### config.mk
export PLATFORM = sky130hd
export DESIGN_NAME = permTop
export DESIGN_NICKNAME = d
export VERILOG_FILES = /design/src/rtl/permPkg.sv /design/src/rtl/laneDispatcher.sv /design/src/rtl/permLane.sv /design/src/rtl/permTop.sv /design/src/rtl/resultGatherer.sv /design/src/rtl/syncFifo.sv /design/src/rtl/topManager.sv
export SDC_FILE = /design/constraint.sdc
export NUM_CORES = 2
export LEC_CHECK = 0
export BUFFER_PORTS_ARGS = -buffer_cell sky130_fd_sc_hd__buf_4
export CAP_MARGIN = 30
export CORE_ASPECT_RATIO = 0.5
export CORE_MARGIN = 5
export CORE_UTILIZATION = 62
export DETAILED_ROUTE_END_ITERATION = 10
export GPL_TIMING_DRIVEN = 1
export PLACE_DENSITY = 0.83
export SLEW_MARGIN = 25
export SYNTH_ARGS = -nofsm -noshare
export SYNTH_HDL_FRONTEND = slang
export SYNTH_SLANG_ARGS = --single-unit
### constraint.sdc
create_clock -name clk -period 9.23 [get_ports clk]
set_input_delay 0.923 -clock clk [delete_from_list [all_inputs] [get_ports clk]]
set_output_delay 0.923 -clock clk [all_outputs]
set_load 0.005 [all_outputs]
### src/rtl/permPkg.sv
package permPkg;

    // Operand and lane geometry
    localparam int OPERAND_WIDTH = 64;
    localparam int LANES_PER_CHANNEL = 2;
    localparam int LANE_COUNT = 2 * LANES_PER_CHANNEL;
    localparam int KERNEL_LATENCY = 6;

    // Buffer sizing
    localparam int LANE_FIFO_DEPTH_LOG2 = 4;
    localparam int LANE_FIFO_MARGIN = 8;
    localparam int ORIGIN_DEPTH_LOG2 = 6;
    localparam int OUT_FIFO_DEPTH_LOG2 = 4;
    localparam int OUT_FIFO_MARGIN = 4;

    // Idle cycles before the lanes count as empty
    localparam int DRAIN_CYCLES = 12;

    // Wide enough for a count of 0..64
    localparam int COUNT_WIDTH = 7;

    typedef struct packed {
        logic [OPERAND_WIDTH-1:0] botA;
        logic [OPERAND_WIDTH-1:0] botB;
    } botPairT;

    typedef struct packed {
        logic [OPERAND_WIDTH-1:0] top;
        logic [OPERAND_WIDTH-1:0] reserved;
    } topWordT;

    // Host word, meaning depends on the newTop flag
    typedef union packed {
        botPairT botPair;
        topWordT topWord;
    } hostWordT;

    typedef struct packed {
        logic [COUNT_WIDTH-1:0] overlap;
        logic [COUNT_WIDTH-1:0] distance;
    } laneResultT;

    typedef struct packed {
        laneResultT resA;
        laneResultT resB;
    } pairResultT;

    // Channel A lanes in the low half, channel B in the high half
    typedef logic [LANE_COUNT-1:0] laneMaskT;

endpackage

### src/rtl/laneDispatcher.sv
`timescale 1ns/1ps

module laneDispatcher import permPkg::*; (
    input  logic     clk,
    input  logic     rst,
    input  logic     accept,
    input  laneMaskT laneFull,
    output laneMaskT select,
    output logic     almostFull
);

    logic [1:0] channelBlocked;

    for (genvar c = 0; c < 2; c++) begin : channelGen
        logic [LANES_PER_CHANNEL-1:0] ptr;
        logic [LANES_PER_CHANNEL-1:0] nextPtr;
        logic [LANES_PER_CHANNEL-1:0] chanFull;

        assign chanFull = laneFull[c*LANES_PER_CHANNEL +: LANES_PER_CHANNEL];
        assign channelBlocked[c] = &chanFull;
        assign select[c*LANES_PER_CHANNEL +: LANES_PER_CHANNEL] = ptr;

        // Nearest lane in rotation order that still has room
        always_comb begin
            logic [LANES_PER_CHANNEL-1:0] cand;
            logic found;
            nextPtr = ptr;
            cand = ptr;
            found = 1'b0;
            for (int k = 1; k < LANES_PER_CHANNEL; k++) begin
                cand = {cand[LANES_PER_CHANNEL-2:0], cand[LANES_PER_CHANNEL-1]};
                if (!found && |(cand & ~chanFull)) begin
                    nextPtr = cand;
                    found = 1'b1;
                end
            end
        end

        always_ff @(posedge clk) begin
            if (rst) begin
                ptr <= LANES_PER_CHANNEL'(1);
            end else if (accept) begin
                ptr <= nextPtr;
            end
        end
    end

    // Stop input once a whole channel has no room left
    assign almostFull = |channelBlocked;

endmodule

### src/rtl/permLane.sv
`timescale 1ns/1ps

module permLane import permPkg::*; (
    input  logic                     clk,
    input  logic                     rst,
    input  logic [OPERAND_WIDTH-1:0] bot,
    input  logic [OPERAND_WIDTH-1:0] top,
    input  logic                     write,
    input  logic                     read,
    output laneResultT               result,
    output logic                     empty,
    output logic                     almostFull
);

    laneResultT stage [KERNEL_LATENCY];
    logic [KERNEL_LATENCY-1:0] stageValid;
    laneResultT kernelOut;

    function automatic logic [COUNT_WIDTH-1:0] popCount(input logic [OPERAND_WIDTH-1:0] value);
        logic [COUNT_WIDTH-1:0] total;
        total = '0;
        for (int b = 0; b < OPERAND_WIDTH; b++) begin
            total = total + value[b];
        end
        return total;
    endfunction

    // Stand-in kernel
    assign kernelOut.overlap = popCount(bot & top);
    assign kernelOut.distance = popCount(bot ^ top);

    always_ff @(posedge clk) begin
        stage[0] <= kernelOut;
        for (int s = 1; s < KERNEL_LATENCY; s++) begin
            stage[s] <= stage[s-1];
        end
    end

    always_ff @(posedge clk) begin
        if (rst) begin
            stageValid <= '0;
        end else begin
            stageValid <= {stageValid[KERNEL_LATENCY-2:0], write};
        end
    end

    // Margin covers whatever is still inside the pipeline
    syncFifo #(
        .WIDTH($bits(laneResultT)),
        .DEPTH_LOG2(LANE_FIFO_DEPTH_LOG2),
        .MARGIN(LANE_FIFO_MARGIN)
    ) laneFifo (
        .clk(clk),
        .rst(rst),
        .write(stageValid[KERNEL_LATENCY-1]),
        .dataIn(stage[KERNEL_LATENCY-1]),
        .read(read),
        .dataOut(result),
        .empty(empty),
        .almostFull(almostFull)
    );

endmodule

### src/rtl/permTop.sv
`timescale 1ns/1ps

module permTop import permPkg::*; (
    input  logic                        clk,
    input  logic                        rst,
    input  hostWordT                    data,
    input  logic                        newTop,
    input  logic                        inValid,
    output logic                        inReady,
    output logic [$bits(hostWordT)-1:0] results,
    input  logic                        outReady,
    output logic                        outValid
);

    logic accepted;
    logic botAccept;
    logic topWrite;
    laneMaskT select;
    laneMaskT laneAlmostFull;
    laneMaskT laneEmpty;
    laneMaskT laneRead;
    laneResultT laneResults [LANE_COUNT];
    logic dispAlmostFull;
    logic stall;
    logic drained;
    logic [OPERAND_WIDTH-1:0] curTop;
    pairResultT pairOut;
    pairResultT outPair;
    logic pairValid;
    logic outEmpty;
    logic outAlmostFull;

    assign inReady = !rst && !dispAlmostFull && !stall;
    assign accepted = inValid && inReady;
    assign botAccept = accepted && !newTop;
    assign topWrite = accepted && newTop;

    laneDispatcher dispatcher (
        .clk(clk),
        .rst(rst),
        .accept(botAccept),
        .laneFull(laneAlmostFull),
        .select(select),
        .almostFull(dispAlmostFull)
    );

    for (genvar i = 0; i < LANE_COUNT; i++) begin : laneGen
        logic [OPERAND_WIDTH-1:0] laneBot;

        // Low lanes serve channel A
        assign laneBot = (i < LANES_PER_CHANNEL) ? data.botPair.botA : data.botPair.botB;

        permLane lane (
            .clk(clk),
            .rst(rst),
            .bot(laneBot),
            .top(curTop),
            .write(botAccept && select[i]),
            .read(laneRead[i]),
            .result(laneResults[i]),
            .empty(laneEmpty[i]),
            .almostFull(laneAlmostFull[i])
        );
    end

    topManager topMgr (
        .clk(clk),
        .rst(rst),
        .topWrite(topWrite),
        .topIn(data.topWord.top),
        .drained(drained),
        .stall(stall),
        .top(curTop)
    );

    resultGatherer gatherer (
        .clk(clk),
        .rst(rst),
        .accept(botAccept),
        .select(select),
        .laneEmpty(laneEmpty),
        .laneResults(laneResults),
        .laneRead(laneRead),
        .outFull(outAlmostFull),
        .pairOut(pairOut),
        .pairValid(pairValid),
        .drained(drained)
    );

    // Margin absorbs the two gather stages in flight
    syncFifo #(
        .WIDTH($bits(pairResultT)),
        .DEPTH_LOG2(OUT_FIFO_DEPTH_LOG2),
        .MARGIN(OUT_FIFO_MARGIN)
    ) outFifo (
        .clk(clk),
        .rst(rst),
        .write(pairValid),
        .dataIn(pairOut),
        .read(outValid && outReady),
        .dataOut(outPair),
        .empty(outEmpty),
        .almostFull(outAlmostFull)
    );

    assign outValid = !outEmpty;
    assign results = {{($bits(hostWordT) - $bits(pairResultT)){1'b0}}, outPair};

endmodule

### src/rtl/resultGatherer.sv
`timescale 1ns/1ps

module resultGatherer import permPkg::*; (
    input  logic       clk,
    input  logic       rst,
    input  logic       accept,
    input  laneMaskT   select,
    input  laneMaskT   laneEmpty,
    input  laneResultT laneResults [LANE_COUNT],
    output laneMaskT   laneRead,
    input  logic       outFull,
    output pairResultT pairOut,
    output logic       pairValid,
    output logic       drained
);

    laneMaskT headMask;
    logic originEmpty;
    logic grab;
    logic grabD;
    laneResultT maskedRes [LANE_COUNT];
    laneResultT pickA;
    laneResultT pickB;
    logic [$clog2(DRAIN_CYCLES + 1)-1:0] idleCount;

    // Records which lanes got each pair, in input order
    syncFifo #(
        .WIDTH(LANE_COUNT),
        .DEPTH_LOG2(ORIGIN_DEPTH_LOG2)
    ) originQueue (
        .clk(clk),
        .rst(rst),
        .write(accept),
        .dataIn(select),
        .read(grab),
        .dataOut(headMask),
        .empty(originEmpty),
        .almostFull()
    );

    // Both lanes of the head entry must hold data
    assign grab = !originEmpty && ((headMask & laneEmpty) == '0) && !outFull;
    assign laneRead = grab ? headMask : '0;

    always_ff @(posedge clk) begin
        for (int i = 0; i < LANE_COUNT; i++) begin
            maskedRes[i] <= laneRead[i] ? laneResults[i] : '0;
        end
    end

    // Only one lane per channel is non-zero
    always_comb begin
        pickA = '0;
        pickB = '0;
        for (int i = 0; i < LANES_PER_CHANNEL; i++) begin
            pickA = pickA | maskedRes[i];
            pickB = pickB | maskedRes[LANES_PER_CHANNEL + i];
        end
    end

    always_ff @(posedge clk) begin
        pairOut.resA <= pickA;
        pairOut.resB <= pickB;
    end

    always_ff @(posedge clk) begin
        if (rst) begin
            grabD <= 1'b0;
            pairValid <= 1'b0;
        end else begin
            grabD <= grab;
            pairValid <= grabD;
        end
    end

    // Idle counter, restarts on any outstanding work
    assign drained = (idleCount == DRAIN_CYCLES);

    always_ff @(posedge clk) begin
        if (rst || !originEmpty || accept) begin
            idleCount <= '0;
        end else if (!drained) begin
            idleCount <= idleCount + 1'b1;
        end
    end

endmodule

### src/rtl/syncFifo.sv
`timescale 1ns/1ps

module syncFifo #(
    parameter int WIDTH = 8,
    parameter int DEPTH_LOG2 = 4,
    parameter int MARGIN = 1
) (
    input  logic             clk,
    input  logic             rst,
    input  logic             write,
    input  logic [WIDTH-1:0] dataIn,
    input  logic             read,
    output logic [WIDTH-1:0] dataOut,
    output logic             empty,
    output logic             almostFull
);

    logic [WIDTH-1:0] mem [2**DEPTH_LOG2];
    logic [DEPTH_LOG2-1:0] wrPtr;
    logic [DEPTH_LOG2-1:0] rdPtr;
    logic [DEPTH_LOG2:0] count;
    logic doWrite;
    logic doRead;

    // Guard against reading an empty or writing a full buffer
    assign doRead = read && !empty;
    assign doWrite = write && (count < 2**DEPTH_LOG2);

    always_ff @(posedge clk) begin
        if (doWrite) begin
            mem[wrPtr] <= dataIn;
        end
    end

    always_ff @(posedge clk) begin
        if (rst) begin
            wrPtr <= '0;
            rdPtr <= '0;
            count <= '0;
        end else begin
            if (doWrite) begin
                wrPtr <= wrPtr + 1'b1;
            end
            if (doRead) begin
                rdPtr <= rdPtr + 1'b1;
            end
            case ({doWrite, doRead})
                2'b10: count <= count + 1'b1;
                2'b01: count <= count - 1'b1;
                default: count <= count;
            endcase
        end
    end

    // Head word is visible without a read
    assign dataOut = mem[rdPtr];
    assign empty = (count == '0);
    assign almostFull = (2**DEPTH_LOG2 - count) <= MARGIN;

endmodule

### src/rtl/topManager.sv
`timescale 1ns/1ps

module topManager import permPkg::*; (
    input  logic                     clk,
    input  logic                     rst,
    input  logic                     topWrite,
    input  logic [OPERAND_WIDTH-1:0] topIn,
    input  logic                     drained,
    output logic                     stall,
    output logic [OPERAND_WIDTH-1:0] top
);

    logic [OPERAND_WIDTH-1:0] pendingTop;

    // Held here until the old bottoms are out of the lanes
    always_ff @(posedge clk) begin
        if (topWrite) begin
            pendingTop <= topIn;
        end
    end

    always_ff @(posedge clk) begin
        if (rst) begin
            stall <= 1'b0;
        end else if (topWrite) begin
            stall <= 1'b1;
        end else if (stall && drained) begin
            stall <= 1'b0;
        end
    end

    // Lanes see the new top only once nothing old is in flight
    always_ff @(posedge clk) begin
        if (rst) begin
            top <= '0;
        end else if (stall && drained) begin
            top <= pendingTop;
        end
    end

endmodule

# Word-level counts from Yosys, hierarchy flattened
# Memory sizes are Yosys's and may differ from the RTL's. A register that Yosys moved wholly into a read port is not among the register bits.
# Index checks and enable logic that the tools add are counted.
[totals]
regBits = 275
word_cells = 458
mem_bits_rw = 1992
mem_count = 11
in_bits = 133
output_inout_bits = 130
[memory_table]
columns = ["memory", "words", "word_bits", "read_ports", "rd_ports_with_merged_regs", "wr", "line_no", "text"]
rows = [
  ["outFifo.mem", 16, 28, 1, 1, 1, "syncFifo.sv:18", "logic [WIDTH-1:0] mem [2**DEPTH_LOG2];"],
  ["gatherer.originQueue.mem", 64, 4, 1, 1, 1, "syncFifo.sv:18", ""],
  ["laneGen[0].lane.laneFifo.mem", 16, 14, 1, 1, 1, "syncFifo.sv:18", ""],
  ["laneGen[1].lane.laneFifo.mem", 16, 14, 1, 1, 1, "syncFifo.sv:18", ""],
  ["laneGen[2].lane.laneFifo.mem", 16, 14, 1, 1, 1, "syncFifo.sv:18", ""],
  ["laneGen[3].lane.laneFifo.mem", 16, 14, 1, 1, 1, "syncFifo.sv:18", ""],
  ["+5 memories", "--", "--", "--", "--", "--", "--", ""],
]
[op_classes]
bitwise_logic = 11
addsub = 282
mux = 37
reduce_logical = 59
eq_ne = 13
order_cmp = 11
[ops]
columns = ["cell", "n"]
rows = [
  ["adder 7 x 1 -> 7 bit", 248],
  ["AND 64 bit", 2],
  ["<= comparator 32 x 4 -> 1 bit, second input constant", 4],
  ["bitwise XOR 64 bit", 2],
  ["2-to-1 mux 14 bit", 4],
  ["case mux 5 bit (2 select lines)", 5],
  ["adder 4 x 1 -> 4 bit, second input constant", 11],
  ["2-to-1 mux 4 bit", 11],
  ["<= comparator 32 x 3 -> 1 bit, second input constant", 1],
  ["subtractor 5 x 5 -> 6 bit, first input constant", 5],
  ["OR 14 bit", 2],
  ["adder 5 x 1 -> 5 bit, second input constant", 5],
  ["logical AND 1 bit", 25],
  ["logical NOT 5 bit", 5],
  ["< comparator 5 bit, second input constant", 5],
  ["subtractor 5 x 1 -> 5 bit, second input constant", 5],
  ["2-to-1 mux 1 bit", 14],
  ["case mux 7 bit (2 select lines)", 1],
  ["nonzero test 2 bit", 7],
  ["adder 6 x 1 -> 6 bit, second input constant", 2],
  ["equality test 2 x 1 -> 1 bit, second input constant", 6],
  ["equality test 2 bit, second input constant", 6],
  ["2-to-1 mux 6 bit", 2],
  ["logical NOT 1 bit", 11],
  ["13 further kinds", 24],
]

# Longest topological paths before layout
[logic_depth]
ltp_word = 64
depth_mapped = 24
depth_no_buf = 22

# Modules after synthesis
# From an unflattened synthesis, not the netlist that was laid out.
[unflattened]
cells_unflattened = 5793
hier_area_um2 = 99704.4
[by_module_without_submodules]
columns = ["module", "area_each_um2", "n_inst", "seq_area_each_um2", "cells_each"]
rows = [
  ["syncFifo at laneGen[0].lane.laneFifo ...", 9524.1, 4, 7066.8, 437],
  ["syncFifo at outFifo", 17759.5, 1, 13793.2, 745],
  ["permLane at laneGen[1].lane ...", 6010.8, 2, 1801.7, 485],
  ["syncFifo at gatherer.originQueue", 11414.7, 1, 8187.9, 653],
  ["permLane at laneGen[0].lane", 6007.0, 1, 1801.7, 485],
  ["permLane at laneGen[3].lane", 6005.8, 1, 1801.7, 485],
  ["topManager", 4768.3, 1, 3223.1, 359],
  ["resultGatherer", 2618.8, 1, 1801.7, 214],
  ["permTop", 825.8, 1, 0.0, 111],
  ["laneDispatcher", 186.4, 1, 80.1, 23],
]

# Worst setup path before layout
# OpenSTA, ideal clock, no wires.
[synth_timing]
path_kind = "input port to flip-flop"
from = "input data[64] (netlist bit)"
to = "memory laneGen[1].lane.stage[0][6] (netlist bit)"
cell_stages = 19
setup_time_ps = 117
arrival_ps = 7195
required_ps = 9113
n_path_buf = 0
path_slack_ps = 1918
path_cell_list = "ha_1 ha_1 fa_1 fa_1 fa_1 fa_1 fa_1 fa_1 inv_1 fa_1 fa_1 inv_1 fa_1 fa_1 a21o_1 a21oi_1 nor2b_1 o21ai_0 nand2b_1"
[synth_lines]
columns = ["item", "line_no", "text"]
rows = [
  ["from (decl)", "permTop.sv:6", "input hostWordT data,"],
  ["to (decl)", "permLane.sv:15", "laneResultT stage [KERNEL_LATENCY];"],
]

==> run metrics <==
syn avg cell area=17.96 µm²; layout filler cell count=7,923; Netlist Area Pre-Place=86,350 µm²; CTS sink count=2,125; initial antenna violation count=24; Num CTS Buffers=171; MaxCap Viol Count=0; die area=147,300 µm²; #FFs+latches synth=2,125; crit path time final=7.179 ns; post-CTS setup buffer count=0; Worst EP required=9.90 ns; Synth cell types=64; period utilization=77.78%; via-per-instance ratio=6.208; Total GRT Usage=26.84%; via count=43,931; dpl hpwl=114.0 mm; CTS Hold Bufs=0; Worst Path Arrival=7.85 ns; RSZ-0062 raised after global routing=false; largest delay contributor family on the critical path=adder cells; die extent in y=273.9 µm; buffers plus inverters on the worst setup path=2; Static Leak=32.86 nW; htree depth=4; Highest Clock Rate=139.3 MHz; synthesis-to-layout area growth=11.08%; Routed Antenna Nets=0; Worst path slowest cell=fa_1; Residual DRC=0; mux contribution to synthesized area=12.90%; run status=complete, no violations; ys async rst share=0%; Tightest Hold Check Type=primary input to flip-flop; drt pass-1 iters=6; delay of the slowest critical-path stage=0.58 ns; initial core utilization=62.68%; setup tns final=0 ns; first-pass GRT wire length=292.3 mm; clock latency on the worst-skew pair=0.82 ns; largest family of logic cells by synthesized area=multiplexers; # nets final=5,659; CORE AREA=137,800 µm²; most frequent CP cell=fa_1; vias in the first global route=45,743; Slew Viols, Final=0; dpl cells=6,732; FP Rows=96; Hold Violations, Final=0; Post-Syn Instances=4,809; Post-synth EDFFs=1,664; leading register cell type out of synthesis=edfxtp_1; post-synthesis xor/xnor area fraction=0.6897%; largest net degree at the start of global routing=87; Power Dens Cells=240.6 nW/µm²; total routed wirelength=195.0 mm; CTS tree=yes; Critical Path End Type=flip-flop; Worst Clk Skew=0.04560 ns; Pwr Total=23.08 mW; slew margin rel.=32.49%; Synth Area in Simple Gates=3.869%; cell area after layout=95,920 µm²; count of final setup violators=0; clk buf depth=3; type of origin of the critical path=flip-flop; GR Overflow Total=0; post-CTS sizing=0; adder-cell area share of the yosys netlist=8.798%; non-filler cells, final=7,077; synth warn=0; I/O pin cnt=263; fin util=69.62%; Max rail drop VDD=0.0005754 V; worst-margin pin slew=1.013 ns; CP Class=flip-flop to flip-flop; die width=537.8 µm; gpl congestion=0.8514; crit path max fanout=3; worst path cell trace=ha_1, ha_1, fa_1, fa_1, fa_1, fa_1, fa_1, fa_1, inv_1, fa_1, fa_1, inv_1, fa_1, fa_1, a21o_1, a21oi_1, nor2b_1, o21ai_0, nand2b_1; clk slew on worst S/H paths=0.07 ns; sequential area share after synthesis=68.55%; Port-buffer cells=162; ratio of cells with drive above 1 in the final layout=21.30%; DR WL/cell=27.55 µm; placement-stage cell area=89,730 µm²; root buffer cell=clkbuf_16; DR iter-0 viols=5,440; compound-gate portion of the synthesized area=1.578%
[cells in the mapped netlist, types with 3 or more instances]
| cell type | n | area share [%] |
|---|---|---|
| or3b_2 | 4 | 0.041 |
| ha_1 | 252 | 3.7 |
| o31ai_1 | 3 | 0.026 |
| mux2i_1 | 48 | 0.56 |
| fa_1 | 222 | 5.1 |
| xor2_1 | 44 | 0.45 |
| o21ai_0 | 26 | 0.15 |
| nand3b_1 | 3 | 0.026 |
| a31oi_1 | 3 | 0.022 |
| nand2_1 | 179 | 0.78 |
| nor2b_1 | 102 | 0.74 |
| o21bai_1 | 8 | 0.070 |
| or3_1 | 17 | 0.12 |
| nand4b_1 | 4 | 0.041 |
| nor4_1 | 6 | 0.043 |
| and2_1 | 37 | 0.27 |
| nor2_1 | 222 | 0.97 |
| edfxtp_1 | 1664 | 58 |
| dfxtp_1 | 461 | 11 |
| clkbuf_8 | 3 | 0.048 |
| a21oi_1 | 142 | 0.82 |
| nand2b_1 | 15 | 0.11 |
| inv_1 | 408 | 1.8 |
| or2_2 | 29 | 0.21 |
| nand4_1 | 14 | 0.10 |
| xnor2_1 | 24 | 0.24 |
| buf_1 | 40 | 0.17 |
| a21o_1 | 22 | 0.19 |
| nand3_1 | 22 | 0.13 |
| or4_1 | 3 | 0.026 |
| clkbuf_1 | 118 | 0.51 |
| buf_4 | 102 | 0.89 |
| nor3b_1 | 5 | 0.043 |
| buf_6 | 7 | 0.091 |
| mux4_2 | 454 | 12 |
| nor3_1 | 21 | 0.12 |
| buf_2 | 11 | 0.064 |
| a22oi_1 | 12 | 0.10 |
| mux4_1 | 16 | 0.49 |
| and3_1 | 5 | 0.036 |
[state kept, by name (all words and copies together), names as in the netlist, 5 cells and up, named ones only]
| register | flops |
|---|---|
| outFifo.mem | 448 |
| topMgr.top | 64 |
| gatherer.maskedRes | 56 |
| topMgr.pendingTop | 64 |
| gatherer.originQueue.mem | 256 |
| laneGen.lane.laneFifo.wrPtr | 16 |
| gatherer.pairOut | 28 |
| laneGen.lane.stageValid | 24 |
| gatherer.originQueue.count | 7 |
| laneGen.lane.laneFifo.mem | 896 |
| gatherer.originQueue.rdPtr | 6 |
| outFifo.count | 5 |
| laneGen.lane.laneFifo.rdPtr | 16 |
| gatherer.originQueue.wrPtr | 6 |
| laneGen.lane.stage | 168 |
| laneGen.lane.laneFifo.count | 20 |
[kinds of logic (layout without fill, tap and decap cells)]
group,Yosys count,in the layout
AND/OR/NAND/NOR,695,695
flip-flops,2125,2125
adder cells (fa/ha/maj),474,474
XOR/XNOR,68,68
multiplexers,519,519
buffers and inverters,693,987
other,1,113
AO/OA/AOI/OAI,234,234
[stage by stage]
stage | hold WS, ns | setup WS [ns]
after global placement | 0.3104 | 1.397
after detailed placement | 0.3121 | 1.370
after global routing | 0.2841 | 1.804
after floorplan | 0.3096 | 1.918
final | 0.3029 | 2.051
after CTS | 0.2611 | 2.040
[placed cells by master (no fill, tap or decap), types with 178 or more instances in the layout]
cell	n
buf_4	220
nor2_1	197
mux4_2	454
fa_1	222
inv_1	408
dfxtp_1	414
edfxtp_1	1664
clkbuf_16	178
ha_1	252
nand2_1	179
[report_power, final]
group          switching, mW  leakage [nW]  internal [mW]
sequential             0.358          18.5           10.8
clock                   3.49          2.94           4.26
combinational           2.28          11.4           1.87
[worst paths after layout]
path / start / to / slack, ns / cells past startpoint
setup / recovery: topMgr.top[1] / laneGen[1].lane.stage[0][6] / 2.05 / 19
hold / removal: data[86] / topMgr.pendingTop[22] / 0.30 / 1
setup reg to reg: topMgr.top[1] / laneGen[1].lane.stage[0][6] / 2.05 / 19
hold reg to reg: laneGen[2].lane.stage[1][1] / laneGen[2].lane.stage[2][1] / 0.31 / 0
[per-layer routing]
| layer | track usage, % | wire, µm | share of wire [%] |
|---|---|---|---|
| met5 | 0 | 72 | 0.037 |
| met2 | 44.66 | 98330 | 50 |
| met1 | 36.46 | 73080 | 37 |
| met3 | 5.193 | 18030 | 9.2 |
| met4 | 8.599 | 5480 | 2.8 |
[worst register-to-register path: cells and delay by family (launching register included)]
family | cells | cell delay [ns]
fa+ha+maj | 12 | 5.78
compound gates | 3 | 0.60
flops | 1 | 0.40
simple gates | 2 | 0.15
buf+inv | 2 | 0.12
[area by class of cell]
type                            count  area (µm²)  share of cell area [%]
Timing Repair Buffer              255        2157                   2.249
Clock inverter                     82        1013                   1.057
Inverter                          409        1535                   1.600
Tap cell                         1862        2330                   2.429
Sequential cell                  2125       59280                   61.79
Clock buffer                      241        4965                   5.176
Multi-Input combinational cell   2090       24610                   25.66
Antenna cell                       13       32.53                 0.03391
(Power assumes the default switching activity.)
